File: src/hdl/stream_mux_macros.svh
`ifndef STREAM_MUX_MACROS_SVH
`define STREAM_MUX_MACROS_SVH

// Stream geometry
`define STREAM_DATA_WIDTH 32
`define STREAM_N_INPUTS 4

// Register block size in 32 bit words
`define MUX_N_REGS 4

// Register reset values
`define MUX_IDLE_COUNT_RESET 16'd16
`define MUX_IDLE_WORD_RESET 32'haccccccc

`endif
File: src/hdl/stream_mux_pkg.sv
`default_nettype none

`include "stream_mux_macros.svh"

package stream_mux_pkg;

    //////////////////////////////
    // Datapath widths
    //////////////////////////////

    // One word on any stream
    typedef logic [`STREAM_DATA_WIDTH-1:0] stream_word_t;

    // Index of the input that feeds the output
    typedef logic [$clog2(`STREAM_N_INPUTS)-1:0] input_sel_t;

    // Number of idle words sent after a restart
    typedef logic [15:0] idle_count_t;

    //////////////////////////////
    // Register block
    //////////////////////////////

    // Word index on the Wishbone bus
    typedef logic [$clog2(`MUX_N_REGS)-1:0] reg_addr_t;

    //////////////////////////////
    // Core FSM
    //////////////////////////////

    // Idle fill first, then forwarding of the selected input
    typedef enum logic
    {
        mux_idle_fill,
        mux_forward
    } mux_state_t;

endpackage

`default_nettype wire

File: src/hdl/mux_cfg_if.sv
`timescale 1ns/10ps
`default_nettype none

interface mux_cfg_if
    import stream_mux_pkg::*;
();

    // Which input goes to the output
    input_sel_t   output_select;

    // Idle words to send after each restart
    idle_count_t  idle_count;

    // Pattern sent while idling
    stream_word_t idle_word;

    // Single cycle restart request
    logic         link_restart;

    // Register block side
    modport cfg_source
    (
        output output_select,
        output idle_count,
        output idle_word,
        output link_restart
    );

    // Mux core side
    modport cfg_sink
    (
        input output_select,
        input idle_count,
        input idle_word,
        input link_restart
    );

endinterface

`default_nettype wire

File: src/hdl/stream_mux_top.sv
`timescale 1ns/10ps
`default_nettype none

`include "stream_mux_macros.svh"

module stream_mux_top
    import stream_mux_pkg::*;
#(
    parameter bit reverse_bits = 1'b1
)
(
    input  wire                          clk,
    input  wire                          rst_n,

    // Input streams
    input  wire stream_word_t            in_data [`STREAM_N_INPUTS],
    input  wire [`STREAM_N_INPUTS-1:0]   in_valid,
    output wire [`STREAM_N_INPUTS-1:0]   in_ready,

    // Output stream to the serializer
    output wire stream_word_t            out_data,
    output wire                          out_valid,
    input  wire                          out_ready,

    // Wishbone classic slave
    input  wire                          wb_cyc,
    input  wire                          wb_stb,
    input  wire                          wb_we,
    input  wire reg_addr_t               wb_adr,
    input  wire stream_word_t            wb_dat_w,
    output wire stream_word_t            wb_dat_r,
    output wire                          wb_ack,

    // Fast control
    input  wire                          link_reset
);

    idle_count_t idle_remaining;

    // Configuration from registers to core
    mux_cfg_if cfg_bus ();

    mux_config_regs config_regs
    (
        .clk            (clk),
        .rst_n          (rst_n),
        .wb_cyc         (wb_cyc),
        .wb_stb         (wb_stb),
        .wb_we          (wb_we),
        .wb_adr         (wb_adr),
        .wb_dat_w       (wb_dat_w),
        .wb_dat_r       (wb_dat_r),
        .wb_ack         (wb_ack),
        .link_reset     (link_reset),
        .idle_remaining (idle_remaining),
        .cfg            (cfg_bus.cfg_source)
    );

    idle_link_mux #(
        .reverse_bits (reverse_bits)
    ) mux_core
    (
        .clk            (clk),
        .rst_n          (rst_n),
        .cfg            (cfg_bus.cfg_sink),
        .in_data        (in_data),
        .in_valid       (in_valid),
        .in_ready       (in_ready),
        .out_data       (out_data),
        .out_valid      (out_valid),
        .out_ready      (out_ready),
        .idle_remaining (idle_remaining)
    );

endmodule

`default_nettype wire

File: src/hdl/idle_link_mux.sv
`timescale 1ns/10ps
`default_nettype none

`include "stream_mux_macros.svh"

module idle_link_mux
    import stream_mux_pkg::*;
#(
    parameter bit reverse_bits = 1'b0
)
(
    input  wire                          clk,
    input  wire                          rst_n,

    mux_cfg_if.cfg_sink                  cfg,

    // Input streams
    input  wire stream_word_t            in_data [`STREAM_N_INPUTS],
    input  wire [`STREAM_N_INPUTS-1:0]   in_valid,
    output logic [`STREAM_N_INPUTS-1:0]  in_ready,

    // Output stream
    output stream_word_t                 out_data,
    output logic                         out_valid,
    input  wire                          out_ready,

    // Idle words still to send
    output idle_count_t                  idle_remaining
);

    mux_state_t   state;
    idle_count_t  idle_cnt;
    idle_count_t  cnt_next;
    logic         out_is_idle;
    logic         out_take;
    logic         out_free;
    logic         idle_take;
    logic         idle_load;
    logic         fwd_load;
    logic         load_en;
    logic         sel_valid;
    stream_word_t sel_data;
    stream_word_t load_word;
    stream_word_t load_word_ordered;

    //////////////////////////////
    // Output register status
    //////////////////////////////

    assign out_take  = out_valid && out_ready;
    assign out_free  = !out_valid || out_ready;

    // Only idle words count down, a leftover data word does not
    assign idle_take = out_take && out_is_idle;
    assign cnt_next  = idle_take ? idle_cnt - 1'b1 : idle_cnt;

    assign idle_remaining = idle_cnt;

    //////////////////////////////
    // Input selection
    //////////////////////////////

    assign sel_data  = in_data[cfg.output_select];
    assign sel_valid = in_valid[cfg.output_select];

    // Nothing new is taken in the restart cycle itself
    always_comb
    begin
        in_ready = '0;
        if (state == mux_forward && out_free && !cfg.link_restart)
        begin
            in_ready[cfg.output_select] = 1'b1;
        end
    end

    assign fwd_load  = sel_valid && in_ready[cfg.output_select];
    assign idle_load = (state == mux_idle_fill) && out_free && !cfg.link_restart &&
                       (cnt_next != '0);
    assign load_en   = idle_load || fwd_load;
    assign load_word = idle_load ? cfg.idle_word : sel_data;

    // LSB first links want the word mirrored
    generate
        if (reverse_bits)
        begin : g_reverse
            assign load_word_ordered = {<<{load_word}};
        end
        else
        begin : g_straight
            assign load_word_ordered = load_word;
        end
    endgenerate

    //////////////////////////////
    // FSM and idle counter
    //////////////////////////////

    always_ff @(posedge clk)
    begin
        if (!rst_n || cfg.link_restart)
        begin
            // A zero count skips idle fill entirely
            state    <= (cfg.idle_count == '0) ? mux_forward : mux_idle_fill;
            idle_cnt <= cfg.idle_count;
        end
        else if (state == mux_idle_fill)
        begin
            idle_cnt <= cnt_next;
            if (cnt_next == '0)
            begin
                state <= mux_forward;
            end
        end
    end

    //////////////////////////////
    // Output register
    //////////////////////////////

    always_ff @(posedge clk)
    begin
        if (!rst_n)
        begin
            out_valid   <= 1'b0;
            out_is_idle <= 1'b0;
        end
        else if (load_en)
        begin
            out_valid   <= 1'b1;
            out_is_idle <= idle_load;
        end
        else if (out_take)
        begin
            out_valid   <= 1'b0;
            out_is_idle <= 1'b0;
        end
        else if (cfg.link_restart)
        begin
            // Held word goes out ahead of the new idle words
            out_is_idle <= 1'b0;
        end
    end

    always_ff @(posedge clk)
    begin
        if (load_en)
        begin
            out_data <= load_word_ordered;
        end
    end

endmodule

`default_nettype wire

File: src/hdl/mux_config_regs.sv
`timescale 1ns/10ps
`default_nettype none

`include "stream_mux_macros.svh"

module mux_config_regs
    import stream_mux_pkg::*;
(
    input  wire               clk,
    input  wire               rst_n,

    // Wishbone classic slave
    input  wire               wb_cyc,
    input  wire               wb_stb,
    input  wire               wb_we,
    input  wire reg_addr_t    wb_adr,
    input  wire stream_word_t wb_dat_w,
    output stream_word_t      wb_dat_r,
    output logic              wb_ack,

    // Fast control pin
    input  wire               link_reset,

    // Live status from the core
    input  wire idle_count_t  idle_remaining,

    mux_cfg_if.cfg_source     cfg
);

    localparam reg_addr_t addr_select  = reg_addr_t'(0);
    localparam reg_addr_t addr_count   = reg_addr_t'(1);
    localparam reg_addr_t addr_word    = reg_addr_t'(2);
    localparam reg_addr_t addr_control = reg_addr_t'(3);

    logic         wb_req;
    logic         wb_write;
    logic         ctrl_restart;
    stream_word_t rd_data;

    //////////////////////////////
    // Bus handshake
    //////////////////////////////

    // New request only while no ack is pending
    assign wb_req   = wb_cyc && wb_stb && !wb_ack;
    assign wb_write = wb_req && wb_we;

    always_ff @(posedge clk)
    begin
        if (!rst_n)
        begin
            wb_ack <= 1'b0;
        end
        else
        begin
            wb_ack <= wb_req;
        end
    end

    //////////////////////////////
    // Configuration registers
    //////////////////////////////

    always_ff @(posedge clk)
    begin
        if (!rst_n)
        begin
            cfg.output_select <= '0;
            cfg.idle_count    <= `MUX_IDLE_COUNT_RESET;
            cfg.idle_word     <= `MUX_IDLE_WORD_RESET;
        end
        else if (wb_write)
        begin
            case (wb_adr)
                addr_select: cfg.output_select <= wb_dat_w[$bits(input_sel_t)-1:0];
                addr_count:  cfg.idle_count    <= wb_dat_w[$bits(idle_count_t)-1:0];
                addr_word:   cfg.idle_word     <= wb_dat_w;
                default:     ;
            endcase
        end
    end

    // Control bit 0 restarts the link like the pin does
    assign ctrl_restart = wb_write && (wb_adr == addr_control) && wb_dat_w[0];

    always_ff @(posedge clk)
    begin
        if (!rst_n)
        begin
            cfg.link_restart <= 1'b0;
        end
        else
        begin
            cfg.link_restart <= link_reset || ctrl_restart;
        end
    end

    //////////////////////////////
    // Read back
    //////////////////////////////

    always_comb
    begin
        case (wb_adr)
            addr_select: rd_data = stream_word_t'(cfg.output_select);
            addr_count:  rd_data = stream_word_t'(cfg.idle_count);
            addr_word:   rd_data = cfg.idle_word;
            default:     rd_data = stream_word_t'(idle_remaining);
        endcase
    end

    // Captured with the ack so it is valid for the whole ack cycle
    always_ff @(posedge clk)
    begin
        if (wb_req)
        begin
            wb_dat_r <= rd_data;
        end
    end

endmodule

`default_nettype wire

File: config.mk
export PLATFORM = sky130hd
export DESIGN_NAME = stream_mux_top
export DESIGN_NICKNAME = d
export VERILOG_FILES = /design/src/hdl/stream_mux_pkg.sv /design/src/hdl/mux_cfg_if.sv /design/src/hdl/stream_mux_top.sv /design/src/hdl/idle_link_mux.sv /design/src/hdl/mux_config_regs.sv
export VERILOG_INCLUDE_DIRS = /design/src /design/src/hdl
export SDC_FILE = /design/constraint.sdc
export NUM_CORES = 1
export LEC_CHECK = 0
export BUFFER_PORTS_ARGS = -buffer_cell sky130_fd_sc_hd__buf_2
export CORE_MARGIN = 10
export CORE_UTILIZATION = 50
export CTS_CLUSTER_SIZE = 10
export DETAILED_ROUTE_END_ITERATION = 10
export GPL_ROUTABILITY_DRIVEN = 0
export PLACE_DENSITY = 0.81
export SYNTH_ARGS = -nofsm -noshare
export SYNTH_HDL_FRONTEND = slang
export SYNTH_SLANG_ARGS = --single-unit
File: constraint.sdc
create_clock -name clk -period 6.47 [get_ports clk]
set_input_delay 1.6175 -clock clk [delete_from_list [all_inputs] [get_ports clk]]
set_output_delay 1.6175 -clock clk [all_outputs]
set_load 0.02 [all_outputs]
==> flow_metrics.env <==
export IMPL_outcome="completed"
export IMPL_hpwl_um=15390
export IMPL_fin_crit_sh_pct=66.14
export IMPL_ff_latch_area_mm2=0.003506
export IMPL_p_total_w=0.002349
export IMPL_synth_edf_count=80
export IMPL_numCtsBuffers=17
export IMPL_cts_setup_buffers=0
export IMPL_yosysUniqueCellTypes=51
export IMPL_drc=0
export IMPL_clk_path_buf_depth=2
export IMPL_path_clk_slew_ns=0.05
export IMPL_syn2layout_area_growth_pct=28.30
export IMPL_finalWirelength_um=21440
export IMPL_pwr_share_comb_pct=15.0
export IMPL_ys_flop_type="edfxtp_1"
export IMPL_fin_crit_ns=4.279
export IMPL_worst_slew_pin_transition_ns=1.136
export IMPL_vias_per_cell=5.694
export IMPL_multi_input_area_mm2=0.002979
export IMPL_cts_resized_gates=0
export IMPL_postSynth_asyncResetShare_pct=0
export IMPL_critPathRequiredTime_ns=6.64
export IMPL_yosys_area_top_type="edfxtp_1"
export IMPL_grt_overflow=0
export IMPL_wl_per_cell_um=21.61
export IMPL_pre_cts_slack_ns=1.820
export IMPL_synth_top_area_share_pct=35.96
export IMPL_portBuffers=242
export IMPL_antenna_found_initial=1
export IMPL_power_density_mw_per_mm2=274.0
export IMPL_die_h_um=135.6
export IMPL_leakage_nw=3.451
export IMPL_die_area_mm2=0.01838
export IMPL_synth_area_top_cells="edfxtp_1 36%, dfxtp_1 16%, mux4_2 12%, mux2_2 7.1%, nand2_1 6.8%"
export IMPL_clock_skew_ns=0.008932
export IMPL_ctsHoldBuffers=0
export IMPL_cts_tree="built"
export IMPL_p_int_w=0.001757
export IMPL_syn_area_mm2=0.006680
export IMPL_ios=243
export IMPL_postRouteAntennaNets=0
export IMPL_drtPass1Iterations=5
export IMPL_layout_drive_gt1_share_pct=44.29
export IMPL_cp_start_kind="input pin"
export IMPL_crit_type="input pin to register"
export IMPL_hold_path_class="register to register"
export IMPL_worst_slack_ns=2.191
export IMPL_crit_fanout=21
export IMPL_grt_usage_pct=23.02
export IMPL_synth_cells=579
export IMPL_yosys_warnings=0
export IMPL_power_frac_seq_pct=43.6
export IMPL_row_count=42
export IMPL_synth_seq_cells=135
export IMPL_end_kind="register"
export IMPL_die_x_um=135.6
export IMPL_relSlewSlack_pct=24.29
export IMPL_finalHoldViolCount=0
export IMPL_cts_max_level=4
export IMPL_cts_sinks=135
export IMPL_grt_max_degree=40
export IMPL_syn_area_per_cell_um2=11.54
export IMPL_maxCapViolCount=0
export IMPL_fill_cells=1029
export IMPL_syn_num_nets=753
export IMPL_clockRootBuffer="clkbuf_16"
export IMPL_rsz0062_at_grt="no"
export IMPL_vias=5648
export IMPL_insertion_delay_ns=0.42
export IMPL_stdcell_count=992
export IMPL_core_mm2=0.01319
export IMPL_fmax_mhz=233.7
export IMPL_setup_violations=0
export IMPL_tns_ns=0
export IMPL_grt_pass1_wl_um=32470
export IMPL_vdd_drop_max_v=0.0002292
export IMPL_place_inst=959
export IMPL_drv_slew=0
export IMPL_grt_pass1_vias=5836
export IMPL_swShare_pct=25.21
export IMPL_seq_area_frac_synth_pct=52.44
export IMPL_drt_iter0_markers=589
export IMPL_p_sw_w=0.0005920
export IMPL_initial_utilization_pct=50.65
export IMPL_critPathArrivalTime_ns=4.44
export IMPL_nets=976
export IMPL_clockPowerShare_pct=41.4
## worst max-delay path, cell delays in order
cell	delay, ns
buf_2	0.12
and3_1	0.26
a31oi_1	0.11
or4b_1	0.54
or4_4	0.52
o21ai_4	0.46
buf_4	0.40
mux2_2	0.39
## synth_stat cells, types with 4 or more instances
| cell type | number |
|---|---|
| nor4_1 | 7 |
| xnor2_1 | 7 |
| buf_6 | 4 |
| and2_1 | 18 |
| mux2_2 | 42 |
| nor3_1 | 10 |
| dfxtp_1 | 55 |
| mux2_1 | 4 |
| xor2_1 | 6 |
| nand2_1 | 121 |
| clkbuf_1 | 36 |
| o21ai_0 | 18 |
| a21oi_1 | 34 |
| a22o_1 | 14 |
| edfxtp_1 | 80 |
| mux4_2 | 35 |
| nor2_1 | 18 |
| nand3_1 | 23 |
## metrics by stage
| stage | util, % | hold slack, ns | cell area (µm²) |
|---|---|---|---|
| after floorplan | - | 0.4406 | 6680 |
| after global placement | 60.47 | 0.4512 | 7976 |
| final | 64.98 | 0.4709 | 8571 |
| after detailed placement | 60.47 | 0.4655 | 7976 |
| after CTS | 64.96 | 0.4735 | 8568 |
| after global routing | 64.98 | 0.4961 | 8571 |
## state kept, by name, indices dropped and copies added, names as in the netlist, 2 cells and up
signal and flops:
config_regs.cfg.idle_word 32, config_regs.wb_dat_r 32, config_regs.cfg.idle_count 16, mux_core.idle_remaining 16, config_regs.cfg.output_select 2, mux_core.out_data 32
## cells in the final DEF, fill, tap and decap left out, types with 18 or more instances in the layout
cell type	netlist	layout
nand3_1	23	23
nor2_1	18	18
a21oi_1	34	34
edfxtp_1	80	80
mux2_2	42	42
and2_1	18	18
nand2_1	121	121
buf_2	2	242
mux4_2	35	35
dfxtp_1	55	53
## layout make-up
class | instances | area share, %
inverter | 4 | 0.1752
timing repair buffer | 248 | 14.66
multi-input combinational | 396 | 34.76
sequential | 135 | 40.91
clock buffer | 22 | 5.416
clock inverter | 10 | 1.489
tap | 176 | 2.569
antenna | 1 | 0.02920
## cells by family (layout without fill, tap and decap cells)
kind of cell             count (synthesis)  after routing  synth area share (%)
AO/OA/AOI/OAI                           79             79                 7.361
XOR/XNOR                                13             13                 1.704
buffers and inverters                   48            284                 3.184
flip-flops                             135            135                 52.44
AND/OR/NAND/NOR                        220            220                 15.27
multiplexers                            83             83                 19.85
adder cells (fa/ha/maj)                  1              1                0.1873
other                                    0              1                     0
## per-layer routing
| metal | vias up | track usage [%] | wire length [µm] |
|---|---|---|---|
| li1 | 2596 | - | - |
| met1 | 2694 | 27.79 | 8300 |
| met2 | 312 | 37.26 | 10510 |
| met3 | 46 | 7.789 | 2058 |
| met4 | 0 | 8.672 | 573 |
| met5 | - | 0 | 0 |
## path summary, 6_finish.rpt
check                          startpoint                      endpoint  slack [ns]  cells past startpoint
max                             out_ready         mux_core.out_data[18]        2.19                      8
min          config_regs.cfg.idle_word[4]  config_regs.cfg.idle_word[4]        0.47                      2
max reg2reg    mux_core.idle_remaining[0]         mux_core.out_data[18]        2.63                      9
min reg2reg  config_regs.cfg.idle_word[4]  config_regs.cfg.idle_word[4]        0.47                      2
## power groups by stage
stage | clock network (W) | registers [W] | logic (W)
3_3_place_gp | 0 | 0.00104 | 0.000342
4_1_cts | 0.000983 | 0.00102 | 0.000353
3_5_place_dp | 0 | 0.00104 | 0.000350
2_1_floorplan | 0 | 0.00108 | 0.000168
5_1_grt | 0.00102 | 0.00103 | 0.000378
6_report | 0.000971 | 0.00102 | 0.000352
Note: power is estimated with default switching activity, not from simulation.
